## src/verilog/wb_cfg_pkg.sv

```systemverilog
// Data-path widths, word types and start address shared by the write-back stage RTL
package wb_cfg_pkg;

  // Data and address width of the core
  localparam int XLEN = 32;

  // Bits per byte and bytes per word
  localparam int BYTE_LEN = 8;
  localparam int NUM_BYTES = XLEN / BYTE_LEN;

  // Width of the byte offset inside a word
  localparam int OFFSET_W = $clog2(NUM_BYTES);

  // Register file index width, 32 registers
  localparam int RF_ADDR_W = 5;

  // Step of the sequential PC
  localparam int INSTR_BYTES = 4;

  // Data and address word
  typedef logic [XLEN-1:0] xlen_t;

  // PC presented while the core is held in reset
  localparam xlen_t START_ADDR = 32'h0000_0000;

  // Byte enables, byte offset and register index
  typedef logic [NUM_BYTES-1:0] be_t;
  typedef logic [OFFSET_W-1:0] offset_t;
  typedef logic [RF_ADDR_W-1:0] rf_addr_t;

endpackage

```

## src/verilog/wb_isa_pkg.sv

```systemverilog
// Encodings of the PC, data memory and register write control fields from the decoder
package wb_isa_pkg;

  // Bit of the memory code that marks a store
  localparam int MEM_STORE_BIT = 4;

  // Next-PC selection
  typedef enum logic [1:0] {
    // Sequential, pc + 4
    PC_INC  = 2'b00,
    // Absolute jump to the ALU value (JALR)
    PC_SET  = 2'b01,
    // PC-relative jump by the ALU value (JAL)
    PC_ADD  = 2'b10,
    // Branch by operand 3 when ALU bit 0 is set
    PC_COND = 2'b11
  } pc_ctrl_e;

  // Data memory operation
  // Bit 3 marks a zero-extending load, bits 1:0 give the access size
  typedef enum logic [4:0] {
    MEM_IDLE = 5'b00000,
    // Loads
    MEM_RB   = 5'b00001,
    MEM_RBU  = 5'b01001,
    MEM_RH   = 5'b00010,
    MEM_RHU  = 5'b01010,
    MEM_RW   = 5'b00011,
    // Stores
    MEM_WB   = 5'b10001,
    MEM_WH   = 5'b10010,
    MEM_WW   = 5'b10011
  } mem_ctrl_e;

  // Source of the register file write
  typedef enum logic [2:0] {
    // No register write
    GPR_NONE = 3'b000,
    // Formatted load data
    GPR_MEM  = 3'b100,
    // ALU result
    GPR_ALU  = 3'b101,
    // Link address, pc + 4
    GPR_PC   = 3'b110,
    // Operand 3, used for CSR reads
    GPR_OP3  = 3'b111
  } gpr_ctrl_e;

endpackage

```

## src/verilog/lsu_access.sv

```systemverilog
// Data memory access unit that issues requests, formats stores and extracts load results
`timescale 1ns/1ps

module lsu_access (
  input  logic                  clk_i,
  input  logic                  rstn_i,
  input  wb_isa_pkg::mem_ctrl_e mem_ctrl_i,
  input  wb_cfg_pkg::xlen_t     exe_out_i,
  input  wb_cfg_pkg::xlen_t     op3_i,
  input  logic                  rvalid_i,
  input  wb_cfg_pkg::xlen_t     rdata_i,
  output logic                  req_o,
  output wb_cfg_pkg::xlen_t     addr_o,
  output logic                  we_o,
  output wb_cfg_pkg::xlen_t     wdata_o,
  output wb_cfg_pkg::be_t       be_o,
  output logic                  mem_active_o,
  output logic                  mem_done_o,
  output wb_cfg_pkg::xlen_t     load_value_o
);

  localparam int XLEN = wb_cfg_pkg::XLEN;
  localparam int BYTE_LEN = wb_cfg_pkg::BYTE_LEN;
  localparam int OFFSET_W = wb_cfg_pkg::OFFSET_W;

  logic                mem_active;
  logic                is_store;
  logic                req;
  logic                done_q;
  wb_cfg_pkg::offset_t offset;
  wb_cfg_pkg::offset_t offset_q;
  wb_cfg_pkg::xlen_t   byte_data;
  wb_cfg_pkg::xlen_t   half_data;
  wb_cfg_pkg::xlen_t   rdata_shifted;

  // Any non-idle code is a memory instruction
  assign mem_active = (mem_ctrl_i != wb_isa_pkg::MEM_IDLE);
  assign is_store   = mem_ctrl_i[wb_isa_pkg::MEM_STORE_BIT];

  // Request stays up until the completion cycle
  assign req = mem_active && !done_q;

  // Byte offset of the effective address
  assign offset = exe_out_i[OFFSET_W-1:0];

  // Word-aligned address toward memory
  assign addr_o = {exe_out_i[XLEN-1:OFFSET_W], {OFFSET_W{1'b0}}};
  assign req_o  = req;
  assign we_o   = is_store;

  // Store payloads placed in the low lanes before the offset shift
  assign byte_data = wb_cfg_pkg::xlen_t'(op3_i[BYTE_LEN-1:0]);
  assign half_data = wb_cfg_pkg::xlen_t'(op3_i[2*BYTE_LEN-1:0]);

  // Store lane placement and byte enables
  always_comb begin
    wdata_o = '0;
    be_o    = '1;
    case (mem_ctrl_i)
      wb_isa_pkg::MEM_WB: begin
        wdata_o = byte_data << (offset * BYTE_LEN);
        be_o    = wb_cfg_pkg::be_t'(1) << offset;
      end
      wb_isa_pkg::MEM_WH: begin
        wdata_o = half_data << (offset * BYTE_LEN);
        be_o    = wb_cfg_pkg::be_t'(3) << offset;
      end
      wb_isa_pkg::MEM_WW: begin
        wdata_o = op3_i;
      end
      // Loads read with every lane enabled
      default: begin
        wdata_o = '0;
      end
    endcase
  end

  // Completion pulse one cycle after the accepted response
  always_ff @(posedge clk_i) begin
    if (!rstn_i) begin
      done_q <= 1'b0;
    end else begin
      done_q <= req && rvalid_i;
    end
  end

  // Offset saved while a read is outstanding
  // Used in the completion cycle when the address may already have moved
  always_ff @(posedge clk_i) begin
    if (!rstn_i) begin
      offset_q <= '0;
    end else if (req && !is_store) begin
      offset_q <= offset;
    end
  end

  // Addressed lane moved down to bit 0
  assign rdata_shifted = rdata_i >> (offset_q * BYTE_LEN);

  // Size selection and extension of the load result
  always_comb begin
    case (mem_ctrl_i)
      wb_isa_pkg::MEM_RB: begin
        load_value_o = {{(XLEN-BYTE_LEN){rdata_shifted[BYTE_LEN-1]}},
                        rdata_shifted[BYTE_LEN-1:0]};
      end
      wb_isa_pkg::MEM_RBU: begin
        load_value_o = {{(XLEN-BYTE_LEN){1'b0}}, rdata_shifted[BYTE_LEN-1:0]};
      end
      wb_isa_pkg::MEM_RH: begin
        load_value_o = {{(XLEN-2*BYTE_LEN){rdata_shifted[2*BYTE_LEN-1]}},
                        rdata_shifted[2*BYTE_LEN-1:0]};
      end
      wb_isa_pkg::MEM_RHU: begin
        load_value_o = {{(XLEN-2*BYTE_LEN){1'b0}}, rdata_shifted[2*BYTE_LEN-1:0]};
      end
      // Word loads pass through unchanged
      default: begin
        load_value_o = rdata_i;
      end
    endcase
  end

  assign mem_active_o = mem_active;
  assign mem_done_o   = done_q;

  // Under back-pressure the request stays up with the same code
  a_req_held: assert property (@(posedge clk_i) disable iff (!rstn_i)
    req_o && !rvalid_i |=> req_o && $stable(mem_ctrl_i));

  // Completion is a single-cycle pulse
  a_done_pulse: assert property (@(posedge clk_i) disable iff (!rstn_i)
    done_q |=> !done_q);

  // Enables cover one, two or four adjacent lanes
  a_be_shape: assert property (@(posedge clk_i) disable iff (!rstn_i)
    req_o |-> be_o inside {4'b0001, 4'b0010, 4'b0100, 4'b1000,
                           4'b0011, 4'b0110, 4'b1100, 4'b1111});

endmodule

```

## src/verilog/branch_target.sv

```systemverilog
// Branch target unit: sequential PC, jump or branch target and the taken decision
`timescale 1ns/1ps

module branch_target (
  input  wb_cfg_pkg::xlen_t    pc_i,
  input  wb_cfg_pkg::xlen_t    exe_out_i,
  input  wb_cfg_pkg::xlen_t    op3_i,
  input  wb_isa_pkg::pc_ctrl_e pc_ctrl_i,
  output wb_cfg_pkg::xlen_t    pc_plus4_o,
  output wb_cfg_pkg::xlen_t    target_o,
  output logic                 take_o
);

  localparam int XLEN = wb_cfg_pkg::XLEN;

  // Next sequential instruction, also the link address
  assign pc_plus4_o = pc_i + wb_cfg_pkg::xlen_t'(wb_cfg_pkg::INSTR_BYTES);

  // Target and decision per PC control code
  always_comb begin
    case (pc_ctrl_i)
      // JALR, bit 0 of the computed address is dropped
      wb_isa_pkg::PC_SET: begin
        target_o = {exe_out_i[XLEN-1:1], 1'b0};
        take_o   = 1'b1;
      end
      // JAL, offset already in the ALU result
      wb_isa_pkg::PC_ADD: begin
        target_o = pc_i + exe_out_i;
        take_o   = 1'b1;
      end
      // Branch offset in operand 3, condition in ALU bit 0
      wb_isa_pkg::PC_COND: begin
        target_o = pc_i + op3_i;
        take_o   = exe_out_i[0];
      end
      default: begin
        target_o = pc_plus4_o;
        take_o   = 1'b0;
      end
    endcase
  end

endmodule

```

## src/verilog/wb_commit.sv

```systemverilog
// Commit unit choosing the register write and the next PC from memory and branch results
`timescale 1ns/1ps

module wb_commit (
  input  logic                  clk_i,
  input  logic                  rstn_i,
  input  logic                  decode_valid_i,
  input  wb_isa_pkg::gpr_ctrl_e gpr_ctrl_i,
  input  wb_cfg_pkg::xlen_t     exe_out_i,
  input  wb_cfg_pkg::xlen_t     op3_i,
  input  wb_cfg_pkg::xlen_t     pc_i,
  input  wb_cfg_pkg::xlen_t     pc_plus4_i,
  input  wb_cfg_pkg::xlen_t     target_i,
  input  logic                  take_i,
  input  logic                  mem_active_i,
  input  logic                  mem_done_i,
  input  wb_cfg_pkg::xlen_t     load_value_i,
  output logic                  rd_valid_o,
  output wb_cfg_pkg::xlen_t     rd_val_o,
  output wb_cfg_pkg::xlen_t     pc_next_o
);

  // Register write source and its valid
  always_comb begin
    case (gpr_ctrl_i)
      wb_isa_pkg::GPR_ALU: begin
        rd_val_o   = exe_out_i;
        rd_valid_o = decode_valid_i;
      end
      // Link address for JAL and JALR
      wb_isa_pkg::GPR_PC: begin
        rd_val_o   = pc_plus4_i;
        rd_valid_o = decode_valid_i;
      end
      wb_isa_pkg::GPR_OP3: begin
        rd_val_o   = op3_i;
        rd_valid_o = decode_valid_i;
      end
      // Load data only counts in the completion cycle
      wb_isa_pkg::GPR_MEM: begin
        rd_val_o   = load_value_i;
        rd_valid_o = mem_done_i;
      end
      // No write for stores, branches and idle slots
      default: begin
        rd_val_o   = '0;
        rd_valid_o = 1'b0;
      end
    endcase
  end

  // Next PC with reset first, then hold, memory stall and control flow
  always_comb begin
    if (!rstn_i) begin
      pc_next_o = wb_cfg_pkg::START_ADDR;
    end else if (!decode_valid_i) begin
      // Bubble keeps the current PC
      pc_next_o = pc_i;
    end else if (mem_active_i) begin
      // Stall until the access completes
      if (mem_done_i) begin
        pc_next_o = pc_plus4_i;
      end else begin
        pc_next_o = pc_i;
      end
    end else if (take_i) begin
      pc_next_o = target_i;
    end else begin
      pc_next_o = pc_plus4_i;
    end
  end

  // Load data is written only while the load is still presented
  a_load_write_presented: assert property (@(posedge clk_i) disable iff (!rstn_i)
    rd_valid_o && gpr_ctrl_i == wb_isa_pkg::GPR_MEM |-> mem_active_i);

endmodule

```

## src/verilog/writeback_stage.sv

```systemverilog
// Write-back stage top level linking the access, branch and commit units to core and memory
`timescale 1ns/1ps

module writeback_stage (
  input  logic                     clk_i,
  input  logic                     rstn_i,
  // Core side
  input  wb_cfg_pkg::xlen_t        exe_out_i,
  input  wb_cfg_pkg::xlen_t        op3_i,
  input  logic                     decode_valid_i,
  input  wb_cfg_pkg::rf_addr_t     rd_i,
  input  wb_cfg_pkg::xlen_t        pc_i,
  input  wb_isa_pkg::pc_ctrl_e     pc_ctrl_i,
  input  wb_isa_pkg::mem_ctrl_e    mem_ctrl_i,
  input  wb_isa_pkg::gpr_ctrl_e    gpr_ctrl_i,
  // Register file and PC
  output wb_cfg_pkg::rf_addr_t     rd_o,
  output logic                     rd_valid_o,
  output wb_cfg_pkg::xlen_t        rd_val_o,
  output wb_cfg_pkg::xlen_t        pc_next_o,
  // Data memory
  output logic                     req_o,
  output wb_cfg_pkg::xlen_t        addr_o,
  output logic                     we_o,
  output wb_cfg_pkg::xlen_t        wdata_o,
  output wb_cfg_pkg::be_t          be_o,
  input  logic                     rvalid_i,
  input  wb_cfg_pkg::xlen_t        rdata_i
);

  // Access unit status toward commit
  logic              mem_active;
  logic              mem_done;
  wb_cfg_pkg::xlen_t load_value;

  // Branch unit results toward commit
  wb_cfg_pkg::xlen_t pc_plus4;
  wb_cfg_pkg::xlen_t target;
  logic              take;

  // Destination index goes straight to the register file
  assign rd_o = rd_i;

  lsu_access i_lsu (
    .clk_i       (clk_i),
    .rstn_i      (rstn_i),
    .mem_ctrl_i  (mem_ctrl_i),
    .exe_out_i   (exe_out_i),
    .op3_i       (op3_i),
    .rvalid_i    (rvalid_i),
    .rdata_i     (rdata_i),
    .req_o       (req_o),
    .addr_o      (addr_o),
    .we_o        (we_o),
    .wdata_o     (wdata_o),
    .be_o        (be_o),
    .mem_active_o(mem_active),
    .mem_done_o  (mem_done),
    .load_value_o(load_value)
  );

  branch_target i_branch (
    .pc_i      (pc_i),
    .exe_out_i (exe_out_i),
    .op3_i     (op3_i),
    .pc_ctrl_i (pc_ctrl_i),
    .pc_plus4_o(pc_plus4),
    .target_o  (target),
    .take_o    (take)
  );

  wb_commit i_commit (
    .clk_i         (clk_i),
    .rstn_i        (rstn_i),
    .decode_valid_i(decode_valid_i),
    .gpr_ctrl_i    (gpr_ctrl_i),
    .exe_out_i     (exe_out_i),
    .op3_i         (op3_i),
    .pc_i          (pc_i),
    .pc_plus4_i    (pc_plus4),
    .target_i      (target),
    .take_i        (take),
    .mem_active_i  (mem_active),
    .mem_done_i    (mem_done),
    .load_value_i  (load_value),
    .rd_valid_o    (rd_valid_o),
    .rd_val_o      (rd_val_o),
    .pc_next_o     (pc_next_o)
  );

endmodule

```

## config.mk

```make
export PLATFORM = sky130hd
export DESIGN_NAME = writeback_stage
export DESIGN_NICKNAME = d
export VERILOG_FILES = /design/src/verilog/wb_cfg_pkg.sv /design/src/verilog/wb_isa_pkg.sv /design/src/verilog/lsu_access.sv /design/src/verilog/branch_target.sv /design/src/verilog/wb_commit.sv /design/src/verilog/writeback_stage.sv
export SDC_FILE = /design/constraint.sdc
export NUM_CORES = 1
export LEC_CHECK = 0
export BUFFER_PORTS_ARGS = -buffer_cell sky130_fd_sc_hd__buf_4
export CORE_AREA = 2 2 124 126
export CTS_CLUSTER_SIZE = 24
export DETAILED_ROUTE_END_ITERATION = 7
export DIE_AREA = 0 0 126 128
export PLACE_DENSITY = 0.86
export SETUP_SLACK_MARGIN = 0.4
export SLEW_MARGIN = 20
export SYNTH_ARGS = -nofsm -noshare
export SYNTH_HDL_FRONTEND = slang
export SYNTH_SLANG_ARGS = --single-unit
```

## constraint.sdc

```tcl
create_clock -name clk_i -period 4.35 [get_ports clk_i]
set_input_delay 0.435 -clock clk_i [delete_from_list [all_inputs] [get_ports clk_i]]
set_output_delay 0.435 -clock clk_i [all_outputs]
set_load 0.01 [all_outputs]
```

# Yosys cells after proc, flatten, opt, wreduce, memory -nomap -nowiden
# Index checks and enable logic that the tools add are counted.
# word_totals
reg_bits,3
in_bits,147
wordCells,44
# classes
n_addsub,3
reduce_logical,8
eq_ne,14
n_mux,12
shift,5
# op_table
operator,n
$pmux 32 s4,2
$pmux 32 s3,2
$mux 32,5
$add 32x32->32,2
$add 32x3->32 const B,1
$shl 16x5->32,1
$shl 8x5->32,1
$shr 32x5->16,1
$eq 5x5->1 const B,3
$eq 3x3->1 const B,4
$eq 5x4->1 const B,2
$pmux 4 s2,1
$eq 5x1->1 const B,1
$eq 5x2->1 const B,1
$reduce_bool 5->1,1
$eq 2x2->1 const B,2
$pmux 1 s2,2
$shl 1x2->4 const A,1
$shl 2x2->4 const A,1
$logic_and 1x1->1,3
$reduce_or 3->1,1
$eq 2x1->1 const B,1
$logic_not 1->1,2
$reduce_or 2->1,1

# Longest topological paths before layout
# depth
depth_word,7
mapped_depth,14
ltp_nobuf,13

# Hierarchy
# From an unflattened synthesis, not the netlist that was laid out.
# hier_totals
cells_unflattened,882
area_unflattened_um2,6727.7
# modules_own_cells
mod,cells_per_inst,instances,area_each_um2
branch_target,465,1,3279.4
lsu_access,249,1,1719.1
wb_commit,163,1,1691.6
writeback_stage,5,1,37.5

# Worst setup path after synthesis
# Ideal clock, no wire load.
# synth_path
path_kind,input-to-output
start,input port pc_ctrl_i[0]
end,output port pc_next_o[28]
path_slack_ns,0.418
arrival_ns,3.497
cell_stages,12
path_cell_list,ha_1 buf_1 mux2_2 ha_1 and2_1 a221o_1 a21oi_1 a31oi_2 a21o_1 a2111oi_0 o31ai_1 a21oi_1
# synth_via
elab_chain_len,7
# synth_lines
item,line,rtl
"start, declared",writeback_stage.sv:13,"input wb_isa_pkg::pc_ctrl_e pc_ctrl_i,"
$eq 2x1->1 or $eq 2x2->1 (tied branches),branch_target.sv:21,case (pc_ctrl_i)
$reduce_or 2->1 (no source line),-,
$pmux 1 s2,branch_target.sv:21,
$mux 32 *,wb_commit.sv:66,end else if (take_i) begin
$mux 32 *,wb_commit.sv:59,end else if (mem_active_i) begin
$mux 32 *,wb_commit.sv:56,end else if (!decode_valid_i) begin
$mux 32 *,wb_commit.sv:54,if (!rstn_i) begin
"end, declared",writeback_stage.sv:20,"output wb_cfg_pkg::xlen_t pc_next_o,"
# Mark *: on every way between the ends. The rest lies on a longest branch, timed or not.

# Worst setup path in the final report
# Same ends and word-level chain as after synthesis.

==> impl_metrics.json <==
{
  "outcome": "finished with violations",
  "failed_checks": "design-rule violations",
  "coreArea_sq_um": 14900,
  "syn_area_per_cell_sq_um": 6.46,
  "rsz0062_at_grt": "true",
  "antenna_cells": 0,
  "ant_nets": 0,
  "routed_wl_um": 35200,
  "area_delta_synth_final_pct": 39.2,
  "fin_crit_ns": 4.00,
  "critical_path_buf_inv_count": 4,
  "finClkSkew_ns": 0.00590,
  "hold-path-cell-count": 2,
  "numCtsBuffers": 3,
  "setup_viol": 0,
  "placed_area_sq_um": 8570,
  "clk_pin_slew_ns": 0.04,
  "fp.dieW_um": 126,
  "reg2reg_depth": 5,
  "io_pins": 287,
  "worst_slack_ns": 0.352,
  "antenna_found_initial": 0,
  "hold_class": "in2reg",
  "synth.most_common_cell": "nand2_1",
  "synth.top_cells.by_area": "ha_1 8.4%, o21ai_0 7.5%, a21oi_1 7.1%, mux2_2 7.0%, nand2_1 6.2%",
  "cp.required_ns": 3.91,
  "switching_share": 0.521,
  "power_density_nw_per_um2": 148,
  "synth_top_family_by_area": "compound AO/OA/AOI/OAI gates",
  "synth_cell_types": 68,
  "irDropWorstVdd_mv": 0.102,
  "pwr-share-comb": 0.863,
  "timing.final.crit_share": 0.919,
  "p_sw_mw": 0.705,
  "gp_congestion": 1.08,
  "synthXorXnorAreaFrac": 0.0625,
  "cp_slowest_cell": "a31oi_4",
  "crit_arrival_ns": 3.56,
  "dp_hpwl_um": 28000,
  "critPathMaxFanout": 8,
  "synth_area_leader_cell": "ha_1",
  "via_per_inst": 6.80,
  "htreeDepth": 1,
  "relSlewSlack": 0.351,
  "drc": 2,
  "crit_path_end_kind": "primary output",
  "fp.dieArea_sq_um": 16100,
  "drtPass1Iterations": 8,
  "power_frac_seq": 0.025,
  "cts_root_buf": "clkbuf_16",
  "setup-tns-final_ns": 0,
  "total_power_mw": 1.35,
  "grt_usage": 0.399,
  "fmaxAchievable_mhz": 250,
  "synth_ff_type": "dfxtp_1",
  "ys_seq_area_frac": 0.00912,
  "slowest_delay_ns": 0.36,
  "synth_compound_area_frac": 0.399,
  "design_area_sq_um": 9170,
  "detail_route.wl_per_cell_um": 24.8,
  "yosysWarnings": 0,
  "cts-hold-fix-buffers": 0,
  "tightest_slew_ns": 0.973,
  "io_buffer_count": 274,
  "slew_violations": 0,
  "final-hold-violation-count": 0,
  "synth_edf_count": 0,
  "clkPwrFrac": 0.113,
  "fp.dieH_um": 128,
  "yosysTopAreaCellShare": 0.0836,
  "grt_pass1_vias": 8579,
  "yosys.area_share.simple": 0.243,
  "start_kind": "input port",
  "maxCapViolCount": 0,
  "internal-power_mw": 0.648,
  "synth_area_sq_um": 6590,
  "synthAdderAreaFrac": 0.0866,
  "finalNetCount": 1426,
  "ys_ff_latch": 3,
  "dp_slack_ns": 0.146,
  "clockBufferDepth": 2,
  "cts_tree": "done",
  "cp_cell_sequence": "buf_8, ha_4, buf_12, buf_16, mux2_4, ha_4, nand2_4, a2111oi_4, o2111ai_2, a31oi_4, a21o_1, a2111oi_4, o31ai_2, a21oi_1, buf_4",
  "n_fill_cell": 1409,
  "grt_max_degree": 41,
  "cp_num_cells": 15,
  "layout-drive-gt1-share": 0.345,
  "first_iter_violations": 1540,
  "synth.area.mux_share": 0.0978,
  "grt.overflow.total": 0,
  "cts.sinks": 3,
  "synth_cells": 1020,
  "p_leak_nw": 3.94,
  "insertion_delay_ns": 0.23,
  "netlist_top_cells_count": "109 x nand2_1, 99 x o21ai_0, 93 x a21oi_1",
  "critPathKind": "in2out",
  "rows": 45,
  "vias": 9662,
  "async_flop_share": 0,
  "initial_core_util": 0.443,
  "path_delay_family": "compound AO/OA/AOI/OAI gates",
  "grt_pass1_wl_um": 50700
}
==> area by class of cell <==
class                      instances  area, sq um  share of cell area
clock buffer                       4         78.8             0.00860
inverter                          21         78.8             0.00860
multi-input combinational        883         6230               0.680
sequential                         3         60.1             0.00655
tap                              188          235              0.0257
timing repair buffer             322         2480               0.271
==> what timing repair did <==
| action | CTS | global route |
|---|---|---|
| pin swaps | 13 | 16 |
| setup endpoints to repair | 15 | 18 |
| gates resized for setup | 34 | 39 |
| buffers inserted | 6 | 7 |
| cloned | 1 | 0 |
==> stage by stage <==
step,hold slack [ns],cells,util
floorplan,0.588,1021,-
global placement,0.706,1403,0.576
detailed placement,0.724,1403,0.576
CTS,0.483,1414,0.598
global route,0.494,1421,0.617
finish,0.493,1421,0.617
==> power by group through the flow <==
stage / registers [mW] / clock network, mW / logic (mW)
6_report: 0.0335 / 0.152 / 1.17
5_1_grt: 0.0337 / 0.155 / 1.23
4_1_cts: 0.0332 / 0.151 / 1.07
3_5_place_dp: 0.0336 / 0 / 1.03
3_3_place_gp: 0.0337 / 0 / 1.03
2_1_floorplan: 0.0307 / 0 / 0.590
==> worst paths after layout <==
check | startpoint | endpoint | slack [ns]
min | rvalid_i | i_lsu.mem_done_o | 0.49
min reg2reg | i_lsu.offset_q[0] | i_lsu.offset_q[0] | 0.76
max reg2reg | i_lsu.mem_done_o | i_lsu.mem_done_o | 2.68
max | pc_ctrl_i[0] | pc_next_o[28] | 0.35
==> per-layer routing <==
layer  up-vias  wire length [um]  track usage
met2       851             14900        0.615
li1       4258                 -            -
met4         0              2310        0.191
met1      4380             13000        0.522
met3       173              5010        0.100
met5         -                 0            0
==> kinds of logic after synthesis <==
group                      count (synthesis)
adders and majority gates                 45
AOI/OAI and AO/OA                        397
buffers and inverters                    135
muxes                                     58
and+or+nand+nor                          334
xor gates and xnor gates                  47
other                                      1
DFF                                        3
==> cell usage in the layout (no fill, tap or decap), drive strengths merged, types with 16 or more instances in the layout <==
master    n
nand3    36
inv      20
nor3     20
a21oi    93
a22oi    37
o21ai   100
mux2i    16
ha       44
a22o     24
xor2     23
nand2   109
xnor2    24
o221ai   19
and3     20
buf     322
mux2     41
nor2     78
==> flip-flops by register name (all words and copies together) (netlist names) <==
| name | count |
|---|---|
| i_lsu.offset_q | 2 |
| i_lsu.mem_done_o | 1 |
(Power assumes the default switching activity.)
